**config.mk**
```make
export PLATFORM = sky130hd
export DESIGN_NAME = bus_response_mux
export DESIGN_NICKNAME = d
export VERILOG_FILES = /design/src/verilog/attex_pkg.sv /design/src/verilog/bus_response_mux.sv
export SDC_FILE = /design/constraint.sdc
export NUM_CORES = 1
export LEC_CHECK = 0
export ABC_CLOCK_PERIOD_IN_PS = 1600
export BUFFER_PORTS_ARGS = -buffer_cell sky130_fd_sc_hd__buf_2
export CAP_MARGIN = 20
export CORE_MARGIN = 1.5
export CORE_UTILIZATION = 30
export DETAILED_ROUTE_END_ITERATION = 10
export GPL_TIMING_DRIVEN = 0
export PLACE_DENSITY = 0.86
export SYNTH_ARGS = -nofsm -noshare
export SYNTH_HDL_FRONTEND = slang
export SYNTH_SLANG_ARGS = --single-unit
```
**constraint.sdc**
```tcl
create_clock -name vclk -period 1.6
set_input_delay 0.16 -clock vclk [all_inputs]
set_output_delay 0.16 -clock vclk [all_outputs]
set_load 0.05 [all_outputs]
```
**src/verilog/attex_pkg.sv**
```systemverilog
package attex_pkg;

    // Request from the 68000-style master, held stable until ack or err
    typedef struct packed {
        logic        as;
        logic        uds;
        logic        lds;
        logic        write_strobe;
        logic [23:0] addr;          // Byte address, bit 0 always zero
        logic [15:0] wdata;
    } cpu_req_t;

    // Page view used for chip selects, flat view for range compares
    typedef struct packed {
        logic [7:0]  page;
        logic [15:0] offset;
    } attex_addr_split_t;

    typedef union packed {
        logic [23:0]       flat;
        attex_addr_split_t split;
    } attex_addr_u;

    typedef enum logic [2:0] {
        region_none,
        region_ext,
        region_nvram,
        region_slave,
        region_err
    } region_e;

    // Reply of one bus slave block
    typedef struct packed {
        logic        ack;
        logic [15:0] rdata;
    } blk_resp_t;

    // Board memory map
    localparam logic [23:0] ext_low_top   = 24'h27FFFF;
    localparam logic [23:0] ext_high_base = 24'h400000;
    localparam logic [23:0] err1_base     = 24'h600000;
    localparam logic [23:0] err1_end      = 24'hD00000;
    localparam logic [23:0] err2_base     = 24'hF00000;

    localparam logic [7:0] page_cdic  = 8'h30;
    localparam logic [7:0] page_slave = 8'h31;
    localparam logic [7:0] page_nvram = 8'h32;

    localparam int nvram_words = 8192;  // 8 kB, one byte per entry

endpackage

```
**src/verilog/bus_response_mux.sv**
```systemverilog
`timescale 1ns/1ps

module bus_response_mux (
    input  attex_pkg::region_e   region,
    input  attex_pkg::blk_resp_t nvram_resp,
    input  attex_pkg::blk_resp_t slave_resp,
    input  attex_pkg::blk_resp_t ext_resp,
    output logic [15:0]          rdata,
    output logic                 bus_ack,
    output logic                 bus_err
);

    always_comb begin
        // Unmapped space terminates at once and reads zero
        rdata   = 16'h0000;
        bus_ack = 1'b1;
        bus_err = 1'b0;

        case (region)
            attex_pkg::region_ext: begin
                rdata   = ext_resp.rdata;
                bus_ack = ext_resp.ack;
            end
            attex_pkg::region_nvram: begin
                rdata   = nvram_resp.rdata;
                bus_ack = nvram_resp.ack;
            end
            attex_pkg::region_slave: begin
                rdata   = slave_resp.rdata;
                bus_ack = slave_resp.ack;
            end
            attex_pkg::region_err: begin
                bus_ack = 1'b0;
                bus_err = 1'b1;
            end
            default: begin
                rdata   = 16'h0000;
                bus_ack = 1'b1;
            end
        endcase
    end

endmodule

```
==> results of run 1 <==
cells by family after synthesis:
logic type / share of synthesized area, %
AND/OR/NAND/NOR: 3.40
buffers and inverters: 17.3
AO/OA/AOI/OAI: 43.7
multiplexers: 35.6
power by group:
part / total (W) / switching, W / internal (W) / leakage [nW]
Sequential: 0 / 0 / 0 / 0
Combinational: 0.000337 / 0.000212 / 0.000125 / 0.493
Clock: 0 / 0 / 0 / 0
Yosys cell counts:
cell / instances / share of area, %
buf_8: 1 / 3.1
clkbuf_1: 2 / 1.6
nor3b_1: 1 / 1.6
a21oi_1: 16 / 17
buf_6: 1 / 2.4
buf_2: 5 / 5.2
nor4b_1: 1 / 1.8
a311oi_1: 1 / 1.8
a211oi_1: 16 / 25
inv_1: 1 / 0.78
mux2i_1: 17 / 36
buf_12: 1 / 4.2
worst paths after layout:
kind	startpoint	end	slack, ns
setup / recovery	region[0]	rdata[2]	0.21
hold / removal	region[1]	bus_err	0.71
metrics by stage:
step / total power (W) / utilization (%) / area (sq um) / worst slack, ns
2_1_floorplan: 0.000231 / - / 519 / -0.315
3_3_place_gp: 0.000329 / 58.7 / 885 / 0.261
3_5_place_dp: 0.000337 / 58.7 / 885 / 0.211
4_1_cts: 0.000338 / 58.7 / 885 / 0.206
5_1_grt: 0.000360 / 58.7 / 885 / 0.110
6_report: 0.000337 / 58.7 / 885 / 0.207
critical path: stages:
cell	delay, ns
buf_2	0.16
clkbuf_1	0.49
a211oi_1	0.17
buf_2	0.25
metal layers:
layer  part of all wire, %  routed length (um)  up-vias
li1                      -                   -      392
met4                  0.70                  13        0
met3                   8.0                 148        2
met5                     0                   0        -
met1                    42                 769      339
met2                    50                 914       42
area by class of cell:
class	count	share of cell area (%)
repair buffers	69	39.0
well taps	16	2.26
multi-input cells	52	49.4
inverters	1	0.424
plain buffers	10	8.91
==> results_dict.tcl, run 1 <==
set metrics [dict create \
    grt_max_degree 11 \
    grt_pass1_vias 696 \
    rsz0062_at_grt "no" \
    filler_cell_count 159 \
    grt_use_met1_pct 25.3 \
    synth.avg_cell_area_sq_um 7.59 \
    syn-instance-count 63 \
    regArea_sq_um 0 \
    setup.worst_path.start_class "input port" \
    cp-end-kind "output port" \
    ant_nets 0 \
    met3_usage_pct 1.70 \
    slew_headroom_pct 59.5 \
    syn_to_final_growth_pct 85.1 \
    synth_seq_area_share_pct 0 \
    min_period_ns 1.39 \
    io-pin-count 72 \
    p_per_area_mw_per_mm2 381 \
    die-area_sq_mm 0.00184 \
    initial_core_util_pct 31.7 \
    fin_hold_ws_ns 0.714 \
    mostFrequentLayoutCells "buf_2 (74), mux2i_1 (17), a21oi_1 (16)" \
    layout_commonest_cell "buf_2" \
    syn-num-nets 117 \
    tightest_slew_ns 0.607 \
    grt_first_pass_wirelength_mm 2.91 \
    setup_tns_ns 0 \
    hold_viol 0 \
    drive_above_1_share_pct 64.4 \
    drc 0 \
    cp.required_ns 1.44 \
    ys_warn_count 0 \
    ir_drop_mv 0.250 \
    port_buffers 69 \
    row_count 14 \
    cts_hold_buffers 0 \
    multi_input_area_sq_um 437 \
    nClkBuffers 0 \
    grt-busiest-layer "met2" \
    post-place-cells 148 \
    overflow 0 \
    drt_first_pass_iters 4 \
    wl_mm 1.85 \
    postCtsSetupBuffers 0 \
    fin_cells 148 \
    hp-class "input port to output port" \
    antennaDiodeCount 0 \
    finalNetCount 188 \
    synth.lib_cells_used.distinct 12 \
    grt_usage_pct 19.3 \
    critPathArrivalTime_ns 1.23 \
    drv_slew 0 \
    core_area_sq_mm 0.00151 \
    avgRoutedWirePerCell_um 12.5 \
    critPathMaxFanout 10 \
    routed_via_density 5.24 \
    via_count 775 \
    post_cts_resized 0 \
    leakagePower_nw 0.493 \
    nFlopsAndLatches 0 \
    dp_hpwl_mm 1.54 \
    crit_type "input port to output port" \
    use_met2_pct 34.5 \
    die_h_um 42.9 \
    gp_congestion 0.705 \
    max-cap-violations 0 \
    setup_viol 0 \
    antenna_found_initial 0 \
    fin_crit_sh_pct 87.1 \
    status "completed" \
    die_x_um 42.9 \
    drt_iter0_markers 9 \
    fmax_mhz 718 \
    min_path_cells 3 \
    synth_area_sq_um 478 \
]
(Power assumes the default switching activity.)
==> inputs of run 2 (changes only) <==
--- a/config.mk
+++ b/config.mk
@@ -5,6 +5,7 @@
 export SDC_FILE = /design/constraint.sdc
 export NUM_CORES = 1
 export LEC_CHECK = 0
+export ABC_AREA = 1
 export ABC_CLOCK_PERIOD_IN_PS = 1600
 export BUFFER_PORTS_ARGS = -buffer_cell sky130_fd_sc_hd__buf_2
 export CAP_MARGIN = 20
@@ -12,7 +13,7 @@
 export CORE_UTILIZATION = 30
 export DETAILED_ROUTE_END_ITERATION = 10
 export GPL_TIMING_DRIVEN = 0
-export PLACE_DENSITY = 0.86
+export PLACE_DENSITY = 0.88
 export SYNTH_ARGS = -nofsm -noshare
 export SYNTH_HDL_FRONTEND = slang
 export SYNTH_SLANG_ARGS = --single-unit
==> run 2 against run 1 <==
Effect of this change:
- global-route usage grew 0.16 points
- cell count increased by 21%
- area after synthesis is 4.7% lower
- cell area down 5.7%
- die area down 4.4%
- worst hold slack better by 0.012 ns
- count of clock-buffer cells in the layout is the same
- synthesized cell count up 46%
- first-iteration DRC count decreased by 33%
- core utilization is 3.1 points higher
- highest routed layer is now met3
- largest cell class is now non-clock buffers
- critical path type unchanged
- non-clock buffer count is 1 higher
==> results_dict.tcl, run 2 <==
set metrics [dict create \
    status "completed" \
    max-cap-violations 0 \
    synth_seq_area_share_pct 0 \
    gp_congestion 0.829 \
    cp-end-kind "output port" \
    critPathArrivalTime_ns 1.20 \
    leakagePower_nw 0.538 \
    critPathMaxFanout 10 \
    synth.lib_cells_used.distinct 11 \
    drc 0 \
    mostFrequentLayoutCells "buf_2 (75), nand2_1 (35), nand3_1 (19)" \
    min_period_ns 1.36 \
    setup_viol 0 \
    final_cell_area_sq_um 835 \
    yosys.area_share.xor_xnor_pct 0 \
    cts_hold_buffers 0 \
    intPower_w 0.0000993 \
    die_h_um 42.0 \
    nClkBuffers 0 \
    syn_to_final_growth_pct 83.2 \
    syn-num-nets 146 \
    port_buffers 72 \
    antenna_found_initial 0 \
    nFlopsAndLatches 0 \
    synth_commonest_cells "nand2_1 (35), nand3_1 (19), nand4_1 (17)" \
    place_area_sq_um 835 \
    clkPwrFrac_pct 0 \
    synth.avg_cell_area_sq_um 4.95 \
    synth_most_common_cell "nand2_1" \
    drive_above_1_share_pct 50.6 \
    path_cells "buf_2 > inv_1 > nand3_1 > inv_2 > buf_4 > nand2_1 > nand3_1 > buf_2" \
    synthSimpleGateAreaFrac_pct 79.1 \
    drv_slew 0 \
    grt_pass1_vias 732 \
    grt_first_pass_wirelength_mm 2.95 \
    yosys.area.top_type "nand2_1" \
    cp.required_ns 1.44 \
    slowest_delay_ns 0.26 \
    grt_usage_pct 19.5 \
    finalNetCount 220 \
    ir_drop_mv 0.176 \
    switching_share_pct 66.2 \
    setup.worst_path.start_class "input port" \
    synth_top_family_by_area "simple AND/OR/NAND/NOR gates" \
    regArea_sq_um 0 \
    routed_via_density 4.79 \
    worst_path_max_delay_cell "buf_2" \
    hp-class "input port to output port" \
    postCtsSetupBuffers 0 \
    power_frac_seq_pct 0 \
    syn-instance-count 92 \
    post_cts_resized 0 \
    p_switching_w 0.000195 \
    drt_first_pass_iters 4 \
    slew_headroom_pct 78.4 \
    rsz0062_at_grt "no" \
    crit_type "input port to output port" \
    row_count 13 \
    setup_tns_ns 0 \
    overflow 0 \
    antennaDiodeCount 0 \
    p_per_area_mw_per_mm2 352 \
    pwr-share-comb_pct 100.0 \
    grt_max_degree 11 \
    io-pin-count 72 \
    ys_warn_count 0 \
    die-area_sq_mm 0.00176 \
    fin_crit_sh_pct 85.2 \
    via_count 858 \
    initial_core_util_pct 33.7 \
    tightest_slew_ns 0.322 \
    dp_hpwl_mm 1.46 \
    yosys.area.top_type_share_pct 28.8 \
    hold_viol 0 \
    synth_area_leaders "nand2_1 (29%), nand4_1 (23%), nand3_1 (21%), buf_4 (4.9%), buf_6 (4.9%)" \
    synth_adder_area_share_pct 0 \
    drt_iter0_markers 6 \
    synth_area_sq_um 455 \
    core_area_sq_mm 0.00135 \
    synthMuxAreaShare_pct 0 \
    layout_commonest_cell "buf_2" \
    wl_mm 1.77 \
    die_x_um 42.0 \
    ant_nets 0 \
    synth_compound_area_share_pct 1.10 \
    fmax_mhz 733 \
    avgRoutedWirePerCell_um 9.88 \
]
## run 2: cell types whose count changed in the layout (fill, tap and decap cells not counted), sizes merged, moves of 3 or more
cell | before | now
nor2 | 0 | 3
a211oi | 16 | 0
a21oi | 16 | 0
inv | 1 | 8
nand4 | 0 | 17
buf | 77 | 80
nand2 | 0 | 35
nand3 | 0 | 19
mux2i | 17 | 0
## run 2: final timing paths
| kind | startpoint | endpoint | slack (ns) | cells after the start |
|---|---|---|---|---|
| worst max-delay path | region[0] | rdata[0] | 0.24 | 8 |
| worst min-delay path | nvram_resp[3] | rdata[3] | 0.73 | 4 |
## run 2: worst max-delay path: cells and delay by family
family | cells | cell delay [ns]
buf+inv | 5 | 0.79
simple gates | 3 | 0.24
## run 2: cell families (layout without fill, tap and decap cells)
group	after synthesis	in the layout
buf+inv	16	88
simple gates	75	75
compound gates	1	1
## run 2: layer usage
layer  up-vias  global-route usage [%]  routed length, um
met4         0                       0                  0
met1       347                    24.1                694
li1        461                       -                  -
met2        50                    36.6                855
met3         0                    3.48                218
met5         -                       0                  0
## run 2: area by class of cell
cell class	instances	area [sq um]
Buffer	8	60.1
Fill cell	130	515
Inverter	8	30.0
Multi-Input combinational cell	76	365
Tap cell	15	18.8
Timing Repair Buffer	72	360
## run 2: power groups by stage
stage	logic [W]	clock network, W	registers, W
final	0.000294	0	0
after global routing	0.000315	0	0
after CTS	0.000295	0	0
after detailed placement	0.000294	0	0
after global placement	0.000291	0	0
after floorplan	0.000187	0	0
## run 2: through the flow
| stage | hold slack (ns) | power (W) | cells | setup slack, ns | util, % |
|---|---|---|---|---|---|
| floorplan | 0.592 | 0.000187 | 92 | 0.403 | - |
| detailed placement | 0.724 | 0.000294 | 179 | 0.226 | 61.8 |
| global placement | 0.721 | 0.000291 | 179 | 0.239 | 61.8 |
| global route | 0.740 | 0.000315 | 179 | 0.137 | 61.8 |
| CTS | 0.725 | 0.000295 | 179 | 0.224 | 61.8 |
| finish | 0.726 | 0.000294 | 179 | 0.236 | 61.8 |
