## config.mk

```make
export PLATFORM = sky130hd
export DESIGN_NAME = attex_decoder
export DESIGN_NICKNAME = d
export VERILOG_FILES = /design/src/verilog/attex_pkg.sv /design/src/verilog/attex_decoder.sv
export SDC_FILE = /design/constraint.sdc
export NUM_CORES = 1
export LEC_CHECK = 0
export BUFFER_PORTS_ARGS = -buffer_cell sky130_fd_sc_hd__buf_4
export CAP_MARGIN = 5
export CORE_AREA = 5 5 42 44
export DETAILED_ROUTE_END_ITERATION = 10
export DIE_AREA = 0 0 47 49
export SYNTH_ARGS = -nofsm -noshare
export SYNTH_HDL_FRONTEND = slang
export SYNTH_SLANG_ARGS = --single-unit
```

## constraint.sdc

```tcl
create_clock -name vclk -period 1.9
set_clock_uncertainty 0.05 [all_clocks]
set_input_delay 0.095 -clock vclk [all_inputs]
set_output_delay 0.095 -clock vclk [all_outputs]
set_load 0.05 [all_outputs]
```

## src/verilog/attex_pkg.sv

```systemverilog
package attex_pkg;

    // Request from the 68000-style master, held stable until ack or err
    typedef struct packed {
        logic        as;
        logic        uds;
        logic        lds;
        logic        write_strobe;
        logic [23:0] addr;          // Byte address, bit 0 always zero
        logic [15:0] wdata;
    } cpu_req_t;

    // Page view used for chip selects, flat view for range compares
    typedef struct packed {
        logic [7:0]  page;
        logic [15:0] offset;
    } attex_addr_split_t;

    typedef union packed {
        logic [23:0]       flat;
        attex_addr_split_t split;
    } attex_addr_u;

    typedef enum logic [2:0] {
        region_none,
        region_ext,
        region_nvram,
        region_slave,
        region_err
    } region_e;

    // Reply of one bus slave block
    typedef struct packed {
        logic        ack;
        logic [15:0] rdata;
    } blk_resp_t;

    // Board memory map
    localparam logic [23:0] ext_low_top   = 24'h27FFFF;
    localparam logic [23:0] ext_high_base = 24'h400000;
    localparam logic [23:0] err1_base     = 24'h600000;
    localparam logic [23:0] err1_end      = 24'hD00000;
    localparam logic [23:0] err2_base     = 24'hF00000;

    localparam logic [7:0] page_cdic  = 8'h30;
    localparam logic [7:0] page_slave = 8'h31;
    localparam logic [7:0] page_nvram = 8'h32;

    localparam int nvram_words = 8192;  // 8 kB, one byte per entry

endpackage

```

## src/verilog/attex_decoder.sv

```systemverilog
`timescale 1ns/1ps

module attex_decoder (
    input  attex_pkg::cpu_req_t req,
    output attex_pkg::region_e  region
);

    attex_pkg::attex_addr_u addr_v;

    logic strobe;
    logic err_area;
    logic ext_area;
    logic page_ext;
    logic page_slave;
    logic page_nvram;

    assign addr_v.flat = req.addr;

    assign strobe = req.as && (req.uds || req.lds);

    // RAM mirror holes that the board answers with a bus error
    assign err_area = ((addr_v.flat >= attex_pkg::err1_base) &&
                       (addr_v.flat < attex_pkg::err1_end)) ||
                      (addr_v.flat >= attex_pkg::err2_base);

    // Video chip space, low block plus everything above 0x400000 in the lower half
    assign ext_area = ((addr_v.flat <= attex_pkg::ext_low_top) ||
                       (addr_v.flat >= attex_pkg::ext_high_base)) &&
                      !addr_v.flat[23];

    assign page_ext   = addr_v.split.page == attex_pkg::page_cdic;
    assign page_slave = addr_v.split.page == attex_pkg::page_slave;
    assign page_nvram = addr_v.split.page == attex_pkg::page_nvram;

    always_comb begin
        region = attex_pkg::region_none;
        if (strobe && err_area) begin
            region = attex_pkg::region_err;
        end else if (page_slave) begin
            region = attex_pkg::region_slave;
        end else if (page_nvram) begin
            region = attex_pkg::region_nvram;
        end else if (page_ext || ext_area) begin
            region = attex_pkg::region_ext;  // DMA chip page shares the ext port
        end
    end

endmodule

```

==> impl_metrics.json, run 1 <==
{
  "status": "finished clean",
  "startpoint": "req[39]",
  "powerDensity_mw_per_mm2": 243,
  "worst_pin_slew_ns": 0.237,
  "fin_nets": 73,
  "power.total_uw": 49.2,
  "place_congestion": 0.747,
  "grt_remaining_overflow": 0,
  "worstSetupEndpointType": "output pin",
  "arrival_ns": 0.96,
  "first_pass_iters": 4,
  "synth_cell_type_count": 8,
  "avgRoutedWirePerCell_um": 9.23,
  "regArea_sq_um": 0,
  "required_ns": 1.75,
  "drc": 0,
  "drv_cap": 0,
  "ctsResizeCount": 0,
  "die_area_sq_mm": 0.00230,
  "irDropWorstVdd_uv": 44.2,
  "syn_area_per_cell_sq_um": 5.97,
  "maxSlewViolCount": 0,
  "postSynthNetCount": 57,
  "critPathTopFamily": "buffers and inverters",
  "path_cells": "buf_4, mux2_1, a22oi_1, nor2_1, buf_4",
  "portBuffers": 14,
  "min_from": "req[39]",
  "critical_path_class": "in -> out",
  "grt_pass1_vias": 135,
  "maxSlewHeadroom_pct": 84.1,
  "most-common-layout-cells": "buf_4 (14), o21ai_0 (3), nor2_1 (3), a22oi_1 (2)",
  "fin_crit_sh_pct": 58.2,
  "grt_pass1_wl_um": 552,
  "track_usage_pct": 2.88,
  "rsz0062_at_grt": "false",
  "drive_gt1_share_pct": 51.9,
  "wirelength_um": 397,
  "timing.fmax_mhz": 904,
  "start_kind": "input pin",
  "cp_slowest_cell": "mux2_1",
  "setup_viol": 0,
  "design.seq.count": 0,
  "vias_per_cell": 3.81,
  "area_growth_pct": 161,
  "finalHoldViolCount": 0,
  "layout_min_cycle_time_ns": 1.11,
  "ios": 47,
  "postSynthCellCount": 13,
  "antenna_found_initial": 0,
  "hold_buffers": 0,
  "layout_commonest_cell": "buf_4",
  "nClkBuffers": 0,
  "final_antenna_net_count": 0,
  "yosysSeqAreaShare_pct": 0,
  "netlist_area_sq_um": 77.6,
  "postCtsSetupBuffers": 0,
  "antenna_cells": 0,
  "slowest_delay_ns": 0.30,
  "drt_iter0_markers": 6,
  "crit_top_cell": "buf_4",
  "core-area_sq_mm": 0.00140,
  "hold_path.class": "in -> out",
  "grt_start_max_net_pins": 6,
  "worst-path-buf-inv": 2,
  "vias": 164,
  "start_util_pct": 5.54,
  "cp_max_fo": 4,
  "p_leak_nw": 0.0906,
  "yosys_warnings": 0,
  "die_y_um": 49,
  "num_rows": 14,
  "tns_ns": 0,
  "die_w_um": 47
}
==> metrics by stage <==
stage / setup slack, ns / hold slack, ns / instances / util, % / cell area (sq um)
floorplan: 0.561 / 0.315 / 13 / - / 77.6
global placement: 0.800 / 0.463 / 43 / 14.5 / 203
detailed placement: 0.782 / 0.467 / 43 / 14.5 / 203
CTS: 0.781 / 0.468 / 43 / 14.5 / 203
global route: 0.701 / 0.480 / 43 / 14.5 / 203
finish: 0.794 / 0.465 / 43 / 14.5 / 203
==> synth_stat cells <==
master / instances / area share, %
a21oi_1: 1 / 6.4
a22oi_1: 2 / 19
mux2_1: 1 / 15
nand3_1: 1 / 6.4
nor2_1: 3 / 15
nor4_1: 1 / 8.1
o21ai_0: 3 / 19
xnor2_1: 1 / 11
==> worst paths after layout <==
check	to	cells past startpoint
max	region[2]	5
min	region[0]	3
==> layer usage <==
layer / track usage (%) / wire (um)
met3: 0.738 / 114
met1: 5.00 / 163
met4: 0 / 0
met2: 3.62 / 118
met5: 0 / 0
==> cell families (layout without fill, tap and decap cells) <==
kind of cell	count (synthesis)	after routing	share of synthesized area, %
AOI/OAI and AO/OA	6	6	45.1
xor gates and xnor gates	1	1	11.3
buffers and inverters	0	14	0
muxes	1	1	14.5
and+or+nand+nor	5	5	29.0
==> where the power goes <==
group | switching [mW] | internal (mW) | total, mW | leakage [nW]
combinational | 0.0244 | 0.0248 | 0.0492 | 0.0906
clock | 0 | 0 | 0 | 0
sequential | 0 | 0 | 0 | 0
==> area by class of cell <==
| cell class | count | area [sq um] |
|---|---|---|
| timing repair buffer | 14 | 105 |
| fill | 165 | 1200 |
| multi-input combinational | 13 | 77.6 |
| tap | 16 | 20.0 |
Power figures use the tool's default switching activity.
==> run 2, diff against run 1 <==
clock period = 1.1 ns   (was 1.9 ns; I/O delays follow)
==> impl_metrics.json, run 2 (synthesized netlist as in run 1, its figures left out) <==
{
  "grt_util_met3_pct": 0.738,
  "avgRoutedWirePerCell_um": 9.33,
  "layout_commonest_cell": "buf_4",
  "p_leak_nw": 0.0905,
  "grt_remaining_overflow": 0,
  "setup_viol": 0,
  "whs_path_depth": 3,
  "critical_path_class": "in -> out",
  "holdPathEnd": "region[0]",
  "dp.cells": 43,
  "drt_iter0_markers": 1,
  "antenna_found_initial": 0,
  "place_congestion": 0.792,
  "wirelength_um": 401,
  "regArea_sq_um": 0,
  "maxSlewHeadroom_pct": 84.1,
  "first_pass_iters": 3,
  "core-area_sq_mm": 0.00140,
  "post-route-util_pct": 14.9,
  "drive_gt1_share_pct": 59.3,
  "grt_pass1_wl_um": 558,
  "place_area_sq_um": 209,
  "maxSlewViolCount": 0,
  "ios": 47,
  "rsz0062_at_grt": "false",
  "final_antenna_net_count": 0,
  "antenna_cells": 0,
  "die_y_um": 49,
  "finalHoldWorstSlack_ns": 0.379,
  "worst_pin_slew_ns": 0.236,
  "nClkBuffers": 0,
  "path_cells": "buf_4, mux2_1, a22oi_1, nor2_1, buf_4",
  "tns_ns": 0,
  "powerDensity_mw_per_mm2": 421,
  "die_w_um": 47,
  "worstSetupEndpointType": "output pin",
  "postCtsSetupBuffers": 0,
  "die_area_sq_mm": 0.00230,
  "ctsResizeCount": 0,
  "use_met1_pct": 4.57,
  "grt_start_max_net_pins": 6,
  "arrival_ns": 0.93,
  "hold_path.class": "in -> out",
  "fin_area_sq_um": 209,
  "start_kind": "input pin",
  "start_util_pct": 5.54,
  "required_ns": 1.00,
  "min_from": "req[39]",
  "vias": 162,
  "design.seq.count": 0,
  "vias_per_cell": 3.77,
  "portBuffers": 14,
  "grt_pass1_vias": 145,
  "fin_cells": 43,
  "slowest_delay_ns": 0.31,
  "cp_max_fo": 4,
  "most-common-layout-cells": "buf_4 (14), o21ai_0 (3), a22oi_1 (2), nor2_1 (2)",
  "drv_cap": 0,
  "fin_nets": 73,
  "irDropWorstVdd_uv": 61.0,
  "hold_buffers": 0,
  "status": "finished clean",
  "cp_slowest_cell": "mux2_1",
  "grtUsageMet2_pct": 4.07,
  "fin_crit_sh_pct": 94.2,
  "layout_min_cycle_time_ns": 1.04,
  "timing.fmax_mhz": 965,
  "grt-busiest-layer": "met1",
  "num_rows": 14,
  "crit_top_cell": "buf_4",
  "area_growth_pct": 169,
  "finalHoldViolCount": 0,
  "track_usage_pct": 2.88,
  "drc": 0,
  "nFillCells": 167
}
-- run 2: cell type report --
class              instances  area, sq um  area share (%)
repair buffers            14          105            50.3
multi-input cells         13         83.8            40.1
well taps                 16         20.0            9.58
-- run 2: how the worst max path moves through the flow --
| stage | startpoint | endpoint | depth (start not counted) |
|---|---|---|---|
| floorplan | req[39] | region[2] | 3 |
| global placement | req[39] | region[2] | 5 |
| detailed placement | req[39] | region[2] | 5 |
| CTS | req[39] | region[2] | 5 |
| global route | req[39] | region[2] | 5 |
| finish | req[39] | region[2] | 5 |
-- run 2: worst max-delay path: cells and delay by family --
| family | cells | cell delay [ns] |
|---|---|---|
| buf+inv | 2 | 0.32 |
| compound gates | 1 | 0.19 |
| mux | 1 | 0.31 |
| simple gates | 1 | 0.06 |
-- run 2: per-layer routing --
metal	vias up	wire length [um]
met2	14	123
met5	-	0
li1	80	-
met3	0	90
met4	0	0
met1	68	187
-- run 2: power breakdown --
part           switching [mW]  total [mW]  internal, mW
Sequential                  0           0             0
Clock                       0           0             0
Combinational          0.0443      0.0879        0.0436
-- run 2: metrics by stage --
step           power, mW  setup WS [ns]
3_5_place_dp      0.0887         0.0564
6_report          0.0879         0.0639
2_1_floorplan     0.0397         0.0374
3_3_place_gp      0.0873         0.0710
4_1_cts           0.0888         0.0560
5_1_grt           0.0952        0.00213
==> run 3, diff against run 2 <==
REMOVE_ABC_BUFFERS = 1   (was unset)
SETUP_SLACK_MARGIN = 0.3   (was unset)
==> impl_metrics.json, run 3 (synthesized netlist as in run 1, its figures left out) <==
{
  "maxSlewHeadroom_pct": 87.5,
  "setup_viol": 0,
  "arrival_ns": 0.84,
  "fin_area_sq_um": 262,
  "vias": 162,
  "required_ns": 1.00,
  "worst-path-buf-inv": 2,
  "antenna_found_initial": 0,
  "status": "finished clean",
  "grt-busiest-layer": "met1",
  "layout_commonest_cell": "buf_4",
  "p_seq_share_pct": 0,
  "grt_pass1_wl_um": 696,
  "nFillCells": 161,
  "vias_per_cell": 3.77,
  "regArea_sq_um": 0,
  "postCtsSetupBuffers": 0,
  "cp.depth": 5,
  "nClkBuffers": 0,
  "wirelength_um": 428,
  "first_pass_iters": 3,
  "die_area_sq_mm": 0.00230,
  "grt_pass1_vias": 163,
  "power.switching_uw": 54.2,
  "design.seq.count": 0,
  "track_usage_pct": 3.65,
  "rsz0062_at_grt": "true",
  "worstSetupEndpointType": "output pin",
  "irDropWorstVdd_uv": 79.9,
  "p_int_uw": 56.4,
  "fin_cells": 43,
  "powerDensity_mw_per_mm2": 423,
  "grtUsageMet2_pct": 4.52,
  "use_met1_pct": 6.09,
  "cp_max_fo": 5,
  "drc": 0,
  "power_frac_clock_pct": 0,
  "slowest_delay_ns": 0.27,
  "hold_path.class": "in -> out",
  "p_leak_nw": 0.105,
  "core-area_sq_mm": 0.00140,
  "place_congestion": 0.747,
  "die_w_um": 47,
  "start_util_pct": 5.54,
  "start_kind": "input pin",
  "area_growth_pct": 237,
  "crit_path_end": "region[2]",
  "post-route-util_pct": 18.7,
  "drive_gt1_share_pct": 74.1,
  "fin_crit_sh_pct": 85.6,
  "path_cells": "buf_4, mux2_4, a22oi_2, nor2_2, buf_6",
  "grt_start_max_net_pins": 6,
  "final_antenna_net_count": 0,
  "layout_min_cycle_time_ns": 0.942,
  "drv_cap": 0,
  "most-common-layout-cells": "buf_4 (9), buf_6 (5), nor2_2 (2)",
  "num_rows": 14,
  "ios": 47,
  "antenna_cells": 0,
  "whs_path_depth": 3,
  "comb_power_share_pct": 100.0,
  "swShare_pct": 49.0,
  "cp_slowest_cell": "mux2_4",
  "place_area_sq_um": 203,
  "maxSlewViolCount": 0,
  "fin_nets": 73,
  "critical_path_class": "in -> out",
  "drt_iter0_markers": 2,
  "finalHoldViolCount": 0,
  "dp.cells": 43,
  "avgRoutedWirePerCell_um": 9.95,
  "portBuffers": 14,
  "startpoint": "req[38]",
  "multi_input_area_sq_um": 118,
  "die_y_um": 49,
  "worst_pin_slew_ns": 0.185,
  "timing.fmax_mhz": 1060,
  "power.total_uw": 111,
  "grt_util_met3_pct": 1.48,
  "grt_remaining_overflow": 0,
  "hold_buffers": 0,
  "critPathTopFamily": "buffers and inverters"
}
==> run 3: cell counts in the layout (fill, tap and decap cells not counted) <==
Identical to the previous run, type by type.
==> run 3: layout make-up <==
cell class | count | share of cell area (%)
repair buffers | 14 | 47.4
multi-input cells | 13 | 45.0
well taps | 16 | 7.66
==> run 3: per-stage QoR <==
stage                     TNS, ns  hold slack [ns]  worst slack (ns)
after floorplan            -0.231            0.235            -0.159
after global placement          0            0.383            0.0805
after detailed placement        0            0.387            0.0617
after CTS                       0            0.382             0.151
after global routing            0            0.393             0.119
final                           0            0.381             0.158
==> run 3: power by group through the flow <==
stage	Sequential (mW)	Clock, mW	Combinational, mW
after floorplan	0	0	0.0375
after global placement	0	0	0.0845
after detailed placement	0	0	0.0859
after CTS	0	0	0.105
after global routing	0	0	0.119
final	0	0	0.111
==> run 3: how the worst min path moves through the flow <==
stage	from	endpoint	slack, ns
detailed placement	req[39]	region[0]	0.39
global placement	req[39]	region[0]	0.38
finish	req[39]	region[0]	0.38
global route	req[39]	region[0]	0.39
floorplan	req[39]	region[0]	0.23
CTS	req[39]	region[0]	0.38
==> run 3: per-layer routing <==
layer	up-vias	share of wire [%]
met5	-	0
met4	0	0
met3	0	27
met2	14	32
met1	69	40
li1	79	-
==> run 3: worst min-delay path: stages <==
cell     delay (ns)
buf_6          0.10
a21oi_1        0.04
buf_4          0.18
==> run 3: repair_timing <==
| item | in CTS | in global routing |
|---|---|---|
| gates cloned | 0 | 0 |
| gates resized for setup | 11 | 4 |
| pin swaps | 5 | 1 |
| endpoints found under the setup margin | 3 | 3 |
