$ cat config.mk
export PLATFORM = sky130hd
export DESIGN_NAME = slave_mailbox
export DESIGN_NICKNAME = d
export VERILOG_FILES = /design/src/verilog/attex_pkg.sv /design/src/verilog/slave_mailbox.sv
export SDC_FILE = /design/constraint.sdc
export NUM_CORES = 1
export LEC_CHECK = 0
export ABC_CLOCK_PERIOD_IN_PS = 3550
export BUFFER_PORTS_ARGS = -buffer_cell sky130_fd_sc_hd__buf_2
export CAP_MARGIN = 20
export CORE_MARGIN = 5
export CORE_UTILIZATION = 25
export DETAILED_ROUTE_END_ITERATION = 8
export PLACE_DENSITY_LB_ADDON = 0.12
export SLEW_MARGIN = 20
export SYNTH_ARGS = -nofsm -noshare
export SYNTH_HDL_FRONTEND = slang
export SYNTH_SLANG_ARGS = --single-unit
$ cat constraint.sdc
create_clock -name clk30 -period 3.55 [get_ports clk30]
set_input_delay 0.5325 -clock clk30 [delete_from_list [all_inputs] [get_ports clk30]]
set_output_delay 0.5325 -clock clk30 [all_outputs]
set_load 0.02 [all_outputs]
$ cat src/verilog/attex_pkg.sv
package attex_pkg;

    // Request from the 68000-style master, held stable until ack or err
    typedef struct packed {
        logic        as;
        logic        uds;
        logic        lds;
        logic        write_strobe;
        logic [23:0] addr;          // Byte address, bit 0 always zero
        logic [15:0] wdata;
    } cpu_req_t;

    // Page view used for chip selects, flat view for range compares
    typedef struct packed {
        logic [7:0]  page;
        logic [15:0] offset;
    } attex_addr_split_t;

    typedef union packed {
        logic [23:0]       flat;
        attex_addr_split_t split;
    } attex_addr_u;

    typedef enum logic [2:0] {
        region_none,
        region_ext,
        region_nvram,
        region_slave,
        region_err
    } region_e;

    // Reply of one bus slave block
    typedef struct packed {
        logic        ack;
        logic [15:0] rdata;
    } blk_resp_t;

    // Board memory map
    localparam logic [23:0] ext_low_top   = 24'h27FFFF;
    localparam logic [23:0] ext_high_base = 24'h400000;
    localparam logic [23:0] err1_base     = 24'h600000;
    localparam logic [23:0] err1_end      = 24'hD00000;
    localparam logic [23:0] err2_base     = 24'hF00000;

    localparam logic [7:0] page_cdic  = 8'h30;
    localparam logic [7:0] page_slave = 8'h31;
    localparam logic [7:0] page_nvram = 8'h32;

    localparam int nvram_words = 8192;  // 8 kB, one byte per entry

endpackage

$ cat src/verilog/slave_mailbox.sv
`timescale 1ns/1ps

module slave_mailbox (
    input                        clk30,
    input                        reset,
    input  attex_pkg::cpu_req_t  req,
    input                        sel,
    output attex_pkg::blk_resp_t resp,
    output logic                 slave_irq,
    output logic [6:0]           slave_addr,
    output logic [15:0]          slave_wdata,
    input                        slave_dtack,
    input  [7:0]                 slave_rdata
);

    logic sel_q;
    logic dtack_q;
    logic start;

    assign start = sel && !sel_q;

    // Control state
    always_ff @(posedge clk30) begin
        if (reset) begin
            sel_q     <= 1'b0;
            dtack_q   <= 1'b0;
            slave_irq <= 1'b0;
        end else begin
            sel_q     <= sel;
            dtack_q   <= slave_dtack;
            slave_irq <= start;   // Single cycle, lines up with the latched access
        end
    end

    // Access seen by the slave controller
    always_ff @(posedge clk30) begin
        if (start) begin
            slave_addr  <= req.addr[7:1];
            slave_wdata <= req.wdata;
        end
    end

    // The slave releases the CPU with a rising edge on dtack
    always_comb begin
        resp.ack   = sel && slave_dtack && !dtack_q;
        resp.rdata = {slave_rdata, slave_rdata};
    end

endmodule

==> impl_metrics.env, run 1 <==
export IMPL_gr_total_overflow=0
export IMPL_drv_cap=0
export IMPL_synth_warnings=0
export IMPL_rows=22
export IMPL_irDropWorstVdd_uv=204
export IMPL_synthMuxAreaShare_pct=0
export IMPL_endpoint_kind="output port"
export IMPL_start_util_pct=25.3
export IMPL_ys_seq_area_share_pct=82.4
export IMPL_hold_viol=0
export IMPL_fill_cells=374
export IMPL_grt_pass1_vias=531
export IMPL_layout_common_cells="buf_2 (51), edfxtp_1 (23), clkbuf_8 (3), dfxtp_1 (3), nor2b_1 (2)"
export IMPL_ios=97
export IMPL_antenna_cells=0
export IMPL_gp_congestion=0.699
export IMPL_status="complete, no violations"
export IMPL_yosysUniqueCellTypes=6
export IMPL_holdCritStartpoint="req[3]"
export IMPL_cts_setup_buffers=0
export IMPL_cts_num_sinks=26
export IMPL_synth_xor_area_share_pct=0
export IMPL_synth_simple_area_share_pct=4.40
export IMPL_dieWidth_um=70.4
export IMPL_cts_path_max_buffers=2
export IMPL_setup_viol=0
export IMPL_area_delta_synth_final_pct=30.1
export IMPL_ctsResizeCount=0
export IMPL_synth_top_family_by_area="buffers and inverters"
export IMPL_whs_ns=0.436
export IMPL_post_synth_cell_area_avg_sq_um=19.4
export IMPL_crit_path_max_fanout=4
export IMPL_r2r_start="sel_q"
export IMPL_synth_area_leaders="edfxtp_1 (76%), buf_4 (13%), dfxtp_1 (6.6%), nor2b_1 (2.1%), nor3b_2 (1.4%)"
export IMPL_core_area_sq_mm=0.00361
export IMPL_critPathLaunchType="input pin"
export IMPL_synth_area_sq_um=911
export IMPL_postCtsHoldBufs=0
export IMPL_port_buffers=51
export IMPL_min_to="slave_wdata[3]"
export IMPL_synthAdderAreaFrac_pct=0
export IMPL_fmax_mhz=676
export IMPL_routed_wl_mm=1.69
export IMPL_cts_buffers=3
export IMPL_groute_usage_overall_pct=6.85
export IMPL_crit_type="input pin to output port"
export IMPL_cts_tree="yes"
export IMPL_setup_tns_ns=0
export IMPL_ff2ff_path_depth=1
export IMPL_drt_pass1_iter_count=2
export IMPL_via_per_inst=3.74
export IMPL_fp_dieH_um=70.4
export IMPL_htreeDepth=1
export IMPL_fin_skew_ns=0.00755
export IMPL_synth_compound_area_share_pct=0
export IMPL_drc=0
export IMPL_r2r_end="slave_wdata[9]"
export IMPL_num_nets_final=143
export IMPL_drt_iter0_drc=6
export IMPL_rrSetupSlack_ns=2.30
export IMPL_fp_dieArea_sq_mm=0.00495
export IMPL_grt_max_degree=24
export IMPL_timing_hold_worst_class="input pin to flop"
export IMPL_p_leak_nw=0.506
export IMPL_grt_pass1_wl_mm=2.55
export IMPL_fin_crit_sh_pct=41.7
export IMPL_whs_path_depth=1
export IMPL_mostFrequentLayoutCell="buf_2"
export IMPL_worstMarginPinSlew_ns=0.629
export IMPL_drive_gt1_share_pct=66.3
export IMPL_p_per_area_mw_per_mm2=548
export IMPL_antenna_found_initial=0
export IMPL_vias=501
export IMPL_yosys_area_top_type="edfxtp_1"
export IMPL_crit_required_ns=3.02
export IMPL_clk_pin_slew_worst_paths_ns=0.09
export IMPL_syn_inst=47
export IMPL_ant_nets=0
export IMPL_finalMaxSlewViolations=0
export IMPL_synth_seq_cells=26
export IMPL_fin_crit_ns=1.48
export IMPL_wl_per_cell_um=12.6
export IMPL_rsz0062_at_grt="no"
export IMPL_syn_nets=103
export IMPL_clockRootBuffer="clkbuf_8"
export IMPL_synth_top_area_share_pct=75.8
export IMPL_worstPathArrival_ns=0.95
export IMPL_clk_latency_ns=0.26
export IMPL_relSlewSlack_pct=58.0
cells by family after synthesis:
| kind of cell | Yosys count |
|---|---|
| buffers and inverters | 16 |
| flip-flops | 26 |
| AND/OR/NAND/NOR | 5 |
synthesized netlist by cell type, drive strengths merged:
cell type / n
and3b: 1
buf: 16
dfxtp: 3
edfxtp: 23
nor2b: 3
nor3b: 1
routing by layer:
layer  vias up  track usage, %  share of wire [%]  wire length, um
met5         -               0                  0                0
met4         0            5.53                2.3               39
met3         4            2.30                 11              191
met2        38            11.5                 51              857
met1       232            6.74                 36              599
li1        227               -                  -                -
registers in the layout (all words and copies together) (netlist names):
name / cells
slave_addr: 7
sel_q: 1
slave_irq: 1
slave_wdata: 16
dtack_q: 1
worst max path at each step:
stage,startpoint,end,slack [ns],cells past startpoint
final,sel,resp[16],2.07,3
after global routing,dtack_q,resp[16],2.05,2
after CTS,sel,resp[16],2.07,3
after detailed placement,sel,slave_wdata[1],1.95,2
after global placement,sel,slave_wdata[15],1.58,2
after floorplan,sel,slave_addr[0],1.55,1
layout make-up:
| cell class | count | area [sq um] | area share, % |
|---|---|---|---|
| clock buffers | 3 | 41.3 | 3.48 |
| multi-input cells | 5 | 47.5 | 4.01 |
| well taps | 48 | 60.1 | 5.07 |
| flip-flops and latches | 26 | 751 | 63.4 |
| clock inverters | 1 | 30.0 | 2.53 |
| repair buffers | 51 | 255 | 21.5 |
worst max-delay path, stage by stage:
cell     delay [ns]
buf_2          0.11
and3b_1        0.15
buf_2          0.15
metrics by stage:
step	util, %	instances	power, mW	worst slack, ns	instance area, sq um
6_report	32.9	134	0.650	2.07	1180
5_1_grt	32.9	134	0.679	2.05	1180
4_1_cts	32.9	134	0.664	2.07	1180
3_5_place_dp	30.9	130	0.422	1.95	1110
3_3_place_gp	30.7	130	0.421	1.58	1110
2_1_floorplan	-	47	0.417	1.55	911
report_power, final:
part           internal [mW]  switching, mW
logic                 0.0223         0.0355
registers              0.352        0.00379
clock network          0.151         0.0859
total                  0.525          0.125
Note: power is estimated with default switching activity, not from simulation.
==> run 2: changes to the inputs <==
--- a/config.mk
+++ b/config.mk
@@ -5,7 +5,8 @@
 export SDC_FILE = /design/constraint.sdc
 export NUM_CORES = 1
 export LEC_CHECK = 0
-export ABC_CLOCK_PERIOD_IN_PS = 3550
+export ABC_AREA = 1
+export ABC_CLOCK_PERIOD_IN_PS = 1490
 export BUFFER_PORTS_ARGS = -buffer_cell sky130_fd_sc_hd__buf_2
 export CAP_MARGIN = 20
 export CORE_MARGIN = 5
==> constraint.sdc (replaced) <==
create_clock -name clk30 -period 1.49 [get_ports clk30]
set_input_delay 0.2235 -clock clk30 [delete_from_list [all_inputs] [get_ports clk30]]
set_output_delay 0.2235 -clock clk30 [all_outputs]
set_load 0.02 [all_outputs]
==> run 2 against run 1 <==
Compared with the run above:
- non-clock buffer count up 2
- cell count up 5.2%
- largest power group unchanged
- global-route usage down 0.17 points
- clock skew down 0.0031 ns
- sequential share of layout area down 0.53 points
- via count down 3.0%
- clock-buffer cell count unchanged
- critical path depth down 1
- register-to-register slack worse by 1.8 ns
==> impl_metrics.env, run 2 <==
export IMPL_p_per_area_mw_per_mm2=1300
export IMPL_timing_hold_worst_class="input pin to flop"
export IMPL_hold_viol=0
export IMPL_holdCritStartpoint="reset"
export IMPL_fill_cells=365
export IMPL_worstPathArrival_ns=0.84
export IMPL_grt_pass1_wl_mm=2.48
export IMPL_fin_crit_sh_pct=71.2
export IMPL_whs_ns=0.119
export IMPL_crit_type="flop to output port"
export IMPL_setup_tns_ns=0
export IMPL_status="complete, no violations"
export IMPL_clockRootBuffer="clkbuf_8"
export IMPL_dp_cells=137
export IMPL_drc=0
export IMPL_power_frac_clock_pct=36.4
export IMPL_setup_viol=0
export IMPL_dieWidth_um=70.4
export IMPL_synth_area_leaders="edfxtp_1 (76%), buf_4 (13%), dfxtp_1 (6.6%), inv_1 (1.6%), nor2_1 (1.2%)"
export IMPL_synth_warnings=0
export IMPL_p_leak_nw=0.531
export IMPL_seqPwrFrac_pct=54.5
export IMPL_crit_path_max_fanout=1
export IMPL_layout_common_cells="buf_2 (51), edfxtp_1 (23), inv_1 (4)"
export IMPL_hpwl_mm=1.31
export IMPL_cts_path_max_buffers=2
export IMPL_async_flop_share_pct=0
export IMPL_drive_gt1_share_pct=63.4
export IMPL_synth_top_cells_by_count="edfxtp_1 (23), buf_4 (16), inv_1 (4), dfxtp_1 (3), nor2_1 (3)"
export IMPL_clk_latency_ns=0.26
export IMPL_yosys_area_top_type="edfxtp_1"
export IMPL_intPower_mw=1.25
export IMPL_ios=97
export IMPL_seq_area_sq_um=751
export IMPL_synth_top_area_share_pct=75.8
export IMPL_relSlewSlack_pct=90.2
export IMPL_port_buffers=51
export IMPL_grt_pass1_vias=531
export IMPL_drt_pass1_iter_count=4
export IMPL_fp_dieH_um=70.4
export IMPL_groute_usage_overall_pct=6.68
export IMPL_finalMaxSlewViolations=0
export IMPL_fin_crit_ns=1.06
export IMPL_synth_ff_type="edfxtp_1"
export IMPL_p_sw_uw=303
export IMPL_swShare_pct=19.5
export IMPL_placed_area_sq_mm=0.00112
export IMPL_instances_no_fill=141
export IMPL_routed_wl_mm=1.61
export IMPL_endpoint_kind="output port"
export IMPL_postCtsHoldBufs=0
export IMPL_ys_seq_area_share_pct=82.4
export IMPL_worstMarginPinSlew_ns=0.147
export IMPL_gp_congestion=0.667
export IMPL_via_per_inst=3.45
export IMPL_rsz0062_at_grt="no"
export IMPL_crit_start="dtack_q"
export IMPL_drv_cap=0
export IMPL_num_nets_final=150
export IMPL_r2r_start="sel_q"
export IMPL_synth_seq_cells=26
export IMPL_gr_total_overflow=0
export IMPL_antenna_cells=0
export IMPL_syn_inst=52
export IMPL_rows=22
export IMPL_post_synth_cell_area_avg_sq_um=17.5
export IMPL_synth_most_common_cell="edfxtp_1"
export IMPL_fmax_mhz=943
export IMPL_antenna_found_initial=0
export IMPL_largest_reg_flops=16
export IMPL_cts_setup_buffers=0
export IMPL_grt_max_degree=16
export IMPL_synth_edff_count=23
export IMPL_power_frac_comb_pct=9.1
export IMPL_top_regs="slave_wdata: 16 flops, slave_addr: 7 flops"
export IMPL_cts_buffers=3
export IMPL_p_total_mw=1.55
export IMPL_fin_skew_ns=0.00443
export IMPL_fp_dieArea_sq_mm=0.00495
export IMPL_multi_input_comb_area_sq_um=27.5
export IMPL_start_util_pct=25.3
export IMPL_syn_nets=108
export IMPL_crit_required_ns=1.27
export IMPL_cts_tree="yes"
export IMPL_htreeDepth=1
export IMPL_final_area_sq_mm=0.00119
export IMPL_largest_register="slave_wdata"
export IMPL_wl_per_cell_um=11.4
export IMPL_mostFrequentLayoutCell="buf_2"
export IMPL_core_area_sq_mm=0.00361
export IMPL_rrSetupSlack_ns=0.54
export IMPL_ant_nets=0
export IMPL_drt_iter0_drc=4
export IMPL_vias=486
export IMPL_cts_num_sinks=26
export IMPL_irDropWorstVdd_uv=478
export IMPL_yosysUniqueCellTypes=7
export IMPL_area_delta_synth_final_pct=31.2
export IMPL_clk_pin_slew_worst_paths_ns=0.08
export IMPL_critPathLaunchType="flop"
export IMPL_ctsResizeCount=0
export IMPL_synth_area_sq_um=911
==> run 2: changes by cell type after synthesis <==
cell     delta
inv_1       +4
nor2_1      +3
nor2b_1     -3
nand2_1     +2
and3b_1     -1
nor2_2      +1
nor3b_2     -1
==> run 2: critical path: stages, from the launching register on <==
cell     delay (ns)
dfxtp_1        0.30
nor2_1         0.10
buf_2          0.17
==> run 2: path summary, 6_finish.rpt <==
kind	endpoint	depth (start not counted)
max	resp[16]	2
min	dtack_q	2
max reg2reg	slave_addr[3]	2
min reg2reg	slave_irq	1
==> run 2: power by group through the flow <==
stage / clock [mW] / combinational [mW] / sequential (mW)
after floorplan: 0 / 0.0814 / 0.912
after global placement: 0 / 0.145 / 0.863
after detailed placement: 0 / 0.145 / 0.864
after CTS: 0.590 / 0.145 / 0.847
after global routing: 0.635 / 0.153 / 0.851
final: 0.566 / 0.141 / 0.846
==> run 2: per-stage QoR <==
step           setup WS, ns  utilization (%)
2_1_floorplan         0.153                -
3_3_place_gp          0.488             31.2
3_5_place_dp          0.496             31.2
4_1_cts               0.390             33.1
5_1_grt               0.340             33.1
6_report              0.430             33.1
==> run 2: cells by family (layout without fill, tap and decap cells) <==
| kind of cell | after synthesis | count (layout) | share of synthesized area (%) |
|---|---|---|---|
| buf+inv | 20 | 61 | 14.8 |
| flops | 26 | 26 | 82.4 |
| simple gates | 6 | 6 | 2.75 |
==> run 2: per-layer routing <==
layer	vias to the layer above	wire length, um	share of wire (%)	GRT usage [%]
li1	240	-	-	-
met1	210	637	40	7.22
met2	32	758	47	10.6
met3	4	174	11	2.01
met4	0	34	2.1	5.53
met5	-	0	0	0
==> run 2: layout make-up <==
type                    instances  share of cell area [%]
well taps                      48                    5.03
multi-input cells               6                    2.30
clock buffers                   3                    3.46
inverters                       4                    1.26
repair buffers                 53                    22.6
clock inverters                 1                    2.51
flip-flops and latches         26                    62.8
==> run 3: changes to the inputs <==
--- a/config.mk
+++ b/config.mk
@@ -6,7 +6,7 @@
 export NUM_CORES = 1
 export LEC_CHECK = 0
 export ABC_AREA = 1
-export ABC_CLOCK_PERIOD_IN_PS = 1490
+export ABC_CLOCK_PERIOD_IN_PS = 900
 export BUFFER_PORTS_ARGS = -buffer_cell sky130_fd_sc_hd__buf_2
 export CAP_MARGIN = 20
 export CORE_MARGIN = 5
==> constraint.sdc (replaced) <==
create_clock -name clk30 -period 0.9 [get_ports clk30]
set_input_delay 0.135 -clock clk30 [delete_from_list [all_inputs] [get_ports clk30]]
set_output_delay 0.135 -clock clk30 [all_outputs]
set_load 0.02 [all_outputs]
==> run 3 against run 2 <==
Compared with the run above:
- clock skew about the same
- cell count is 0.71% higher
- combinational power up 110%
- highest routed layer unchanged
- the flow now finishes with violations (setup timing)
- worst setup slack got worse by 0.48 ns
- core utilization is 3.9 points higher
- routed wire length grew 5.0%
- global-route usage shrank 0.066 points
- critical path type unchanged
==> impl_metrics.env, run 3 (synthesized netlist as in run 2, its figures left out) <==
export IMPL_grt_pass1_vias=536
export IMPL_cts_path_max_buffers=2
export IMPL_timing_hold_worst_class="input pin to flop"
export IMPL_clk_pin_slew_worst_paths_ns=0.08
export IMPL_start_util_pct=25.3
export IMPL_wl_per_cell_um=11.9
export IMPL_num_nets_final=151
export IMPL_core_area_sq_mm=0.00361
export IMPL_worstMarginPinSlew_ns=0.151
export IMPL_fin_crit_sh_pct=106
export IMPL_fin_crit_ns=0.952
export IMPL_rows=22
export IMPL_rsz0062_at_grt="yes"
export IMPL_p_leak_nw=0.578
export IMPL_dieWidth_um=70.4
export IMPL_endpoint_kind="output port"
export IMPL_ios=97
export IMPL_crit_path_max_fanout=1
export IMPL_fin_skew_ns=0.00423
export IMPL_top_regs="slave_wdata: 16 flops, slave_addr: 7 flops"
export IMPL_irDropWorstVdd_uv=894
export IMPL_relSlewSlack_pct=89.9
export IMPL_antenna_found_initial=0
export IMPL_crit_required_ns=0.76
export IMPL_finalMaxSlewViolations=0
export IMPL_routed_wl_mm=1.69
export IMPL_setup_tns_ns=-0.768
export IMPL_cp_top_family="flip-flops"
export IMPL_via_per_inst=3.47
export IMPL_port_buffers=51
export IMPL_clk_latency_ns=0.26
export IMPL_fp_dieArea_sq_mm=0.00495
export IMPL_mostFrequentLayoutCell="buf_2"
export IMPL_crit_path_cell_trace="nor2_2 > buf_4"
export IMPL_htreeDepth=1
export IMPL_critPathBufInv=1
export IMPL_fmax_mhz=1050
export IMPL_fp_dieH_um=70.4
export IMPL_largest_register="slave_wdata"
export IMPL_slowest_stage="dfxtp_2"
export IMPL_grt_pass1_wl_mm=2.44
export IMPL_setup_viol=47
export IMPL_drc=0
export IMPL_drv_cap=0
export IMPL_worstPathArrival_ns=0.82
export IMPL_p_total_mw=2.65
export IMPL_crit_type="flop to output port"
export IMPL_hold_viol=0
export IMPL_drt_iter0_drc=28
export IMPL_drt_pass1_iter_count=3
export IMPL_largest_reg_flops=16
export IMPL_violations="setup timing"
export IMPL_clockRootBuffer="clkbuf_8"
export IMPL_ant_nets=0
export IMPL_grt_max_degree=16
export IMPL_gp_congestion=0.677
export IMPL_cpPeakStageDelay_ns=0.33
export IMPL_groute_usage_overall_pct=6.61
export IMPL_gr_total_overflow=0
export IMPL_drive_gt1_share_pct=67.0
export IMPL_antenna_cells=0
export IMPL_vias=493
export IMPL_p_per_area_mw_per_mm2=1990
export IMPL_fill_cells=361
export IMPL_cts_setup_buffers=0
export IMPL_area_delta_synth_final_pct=46.7
export IMPL_cts_num_sinks=26
export IMPL_fin_ws_ns=-0.0519
export IMPL_critPathLaunchType="flop"
export IMPL_status="finished, violations left"
export IMPL_cts_tree="yes"
export IMPL_cts_buffers=3
export IMPL_layout_common_cells="buf_2 (34), edfxtp_1 (23), buf_6 (15)"
==> run 3: power by group <==
group	leakage (nW)	total, mW	switching, mW	internal [mW]
registers	0.246	1.41	0.0224	1.39
logic	0.296	0.303	0.152	0.152
clock network	0.0357	0.938	0.344	0.594
==> run 3: worst reg2reg max path: cells and delay by family (launching register included) <==
family        cells  cell delay (ns)
flops             1             0.34
buf+inv           1             0.16
simple gates      1             0.14
==> run 3: metal layers <==
metal	vias to the layer above	track usage, %	part of all wire, %
met5	-	0	0
met4	0	5.74	2.3
met3	5	1.73	9.6
met2	28	11.3	50
met1	218	6.48	38
li1	242	-	-
==> run 3: per-stage QoR <==
| step | util [%] | area (sq um) | instances | setup WS [ns] | hold WS (ns) |
|---|---|---|---|---|---|
| global route | 37.1 | 1340 | 142 | -0.103 | 0.0235 |
| floorplan | - | 920 | 52 | -0.166 | 0.206 |
| CTS | 34.6 | 1250 | 142 | -0.0589 | 0.0282 |
| finish | 37.1 | 1340 | 142 | -0.0519 | 0.0290 |
| detailed placement | 32.2 | 1160 | 138 | -0.0290 | 0.270 |
| global placement | 32.2 | 1160 | 138 | -0.0186 | 0.270 |
==> run 3: final timing paths <==
| path | startpoint | endpoint | slack, ns | cells past startpoint |
|---|---|---|---|---|
| setup reg to reg | sel_q | slave_wdata[6] | -0.01 | 2 |
| setup / recovery | dtack_q | resp[16] | -0.05 | 2 |
| hold / removal | reset | dtack_q | 0.03 | 2 |
| hold reg to reg | sel_q | slave_irq | 0.53 | 2 |
==> run 3: what timing repair did <==
| action | CTS | global route |
|---|---|---|
| endpoints found under the setup margin | 47 | 48 |
| resized for setup | 5 | 29 |
| hold buffers | 0 | 0 |
| pin swaps | 1 | 1 |
| endpoints found under the hold margin | 0 | 0 |
==> run 3: layout make-up <==
| type | count | area [sq um] | area share, % |
|---|---|---|---|
| clock inverter | 1 | 30.0 | 2.25 |
| clock buffer | 3 | 41.3 | 3.09 |
| tap | 48 | 60.1 | 4.49 |
| timing repair buffer | 54 | 402 | 30.1 |
| inverter | 4 | 15.0 | 1.12 |
| multi-input combinational | 6 | 35.0 | 2.62 |
| sequential | 26 | 753 | 56.4 |
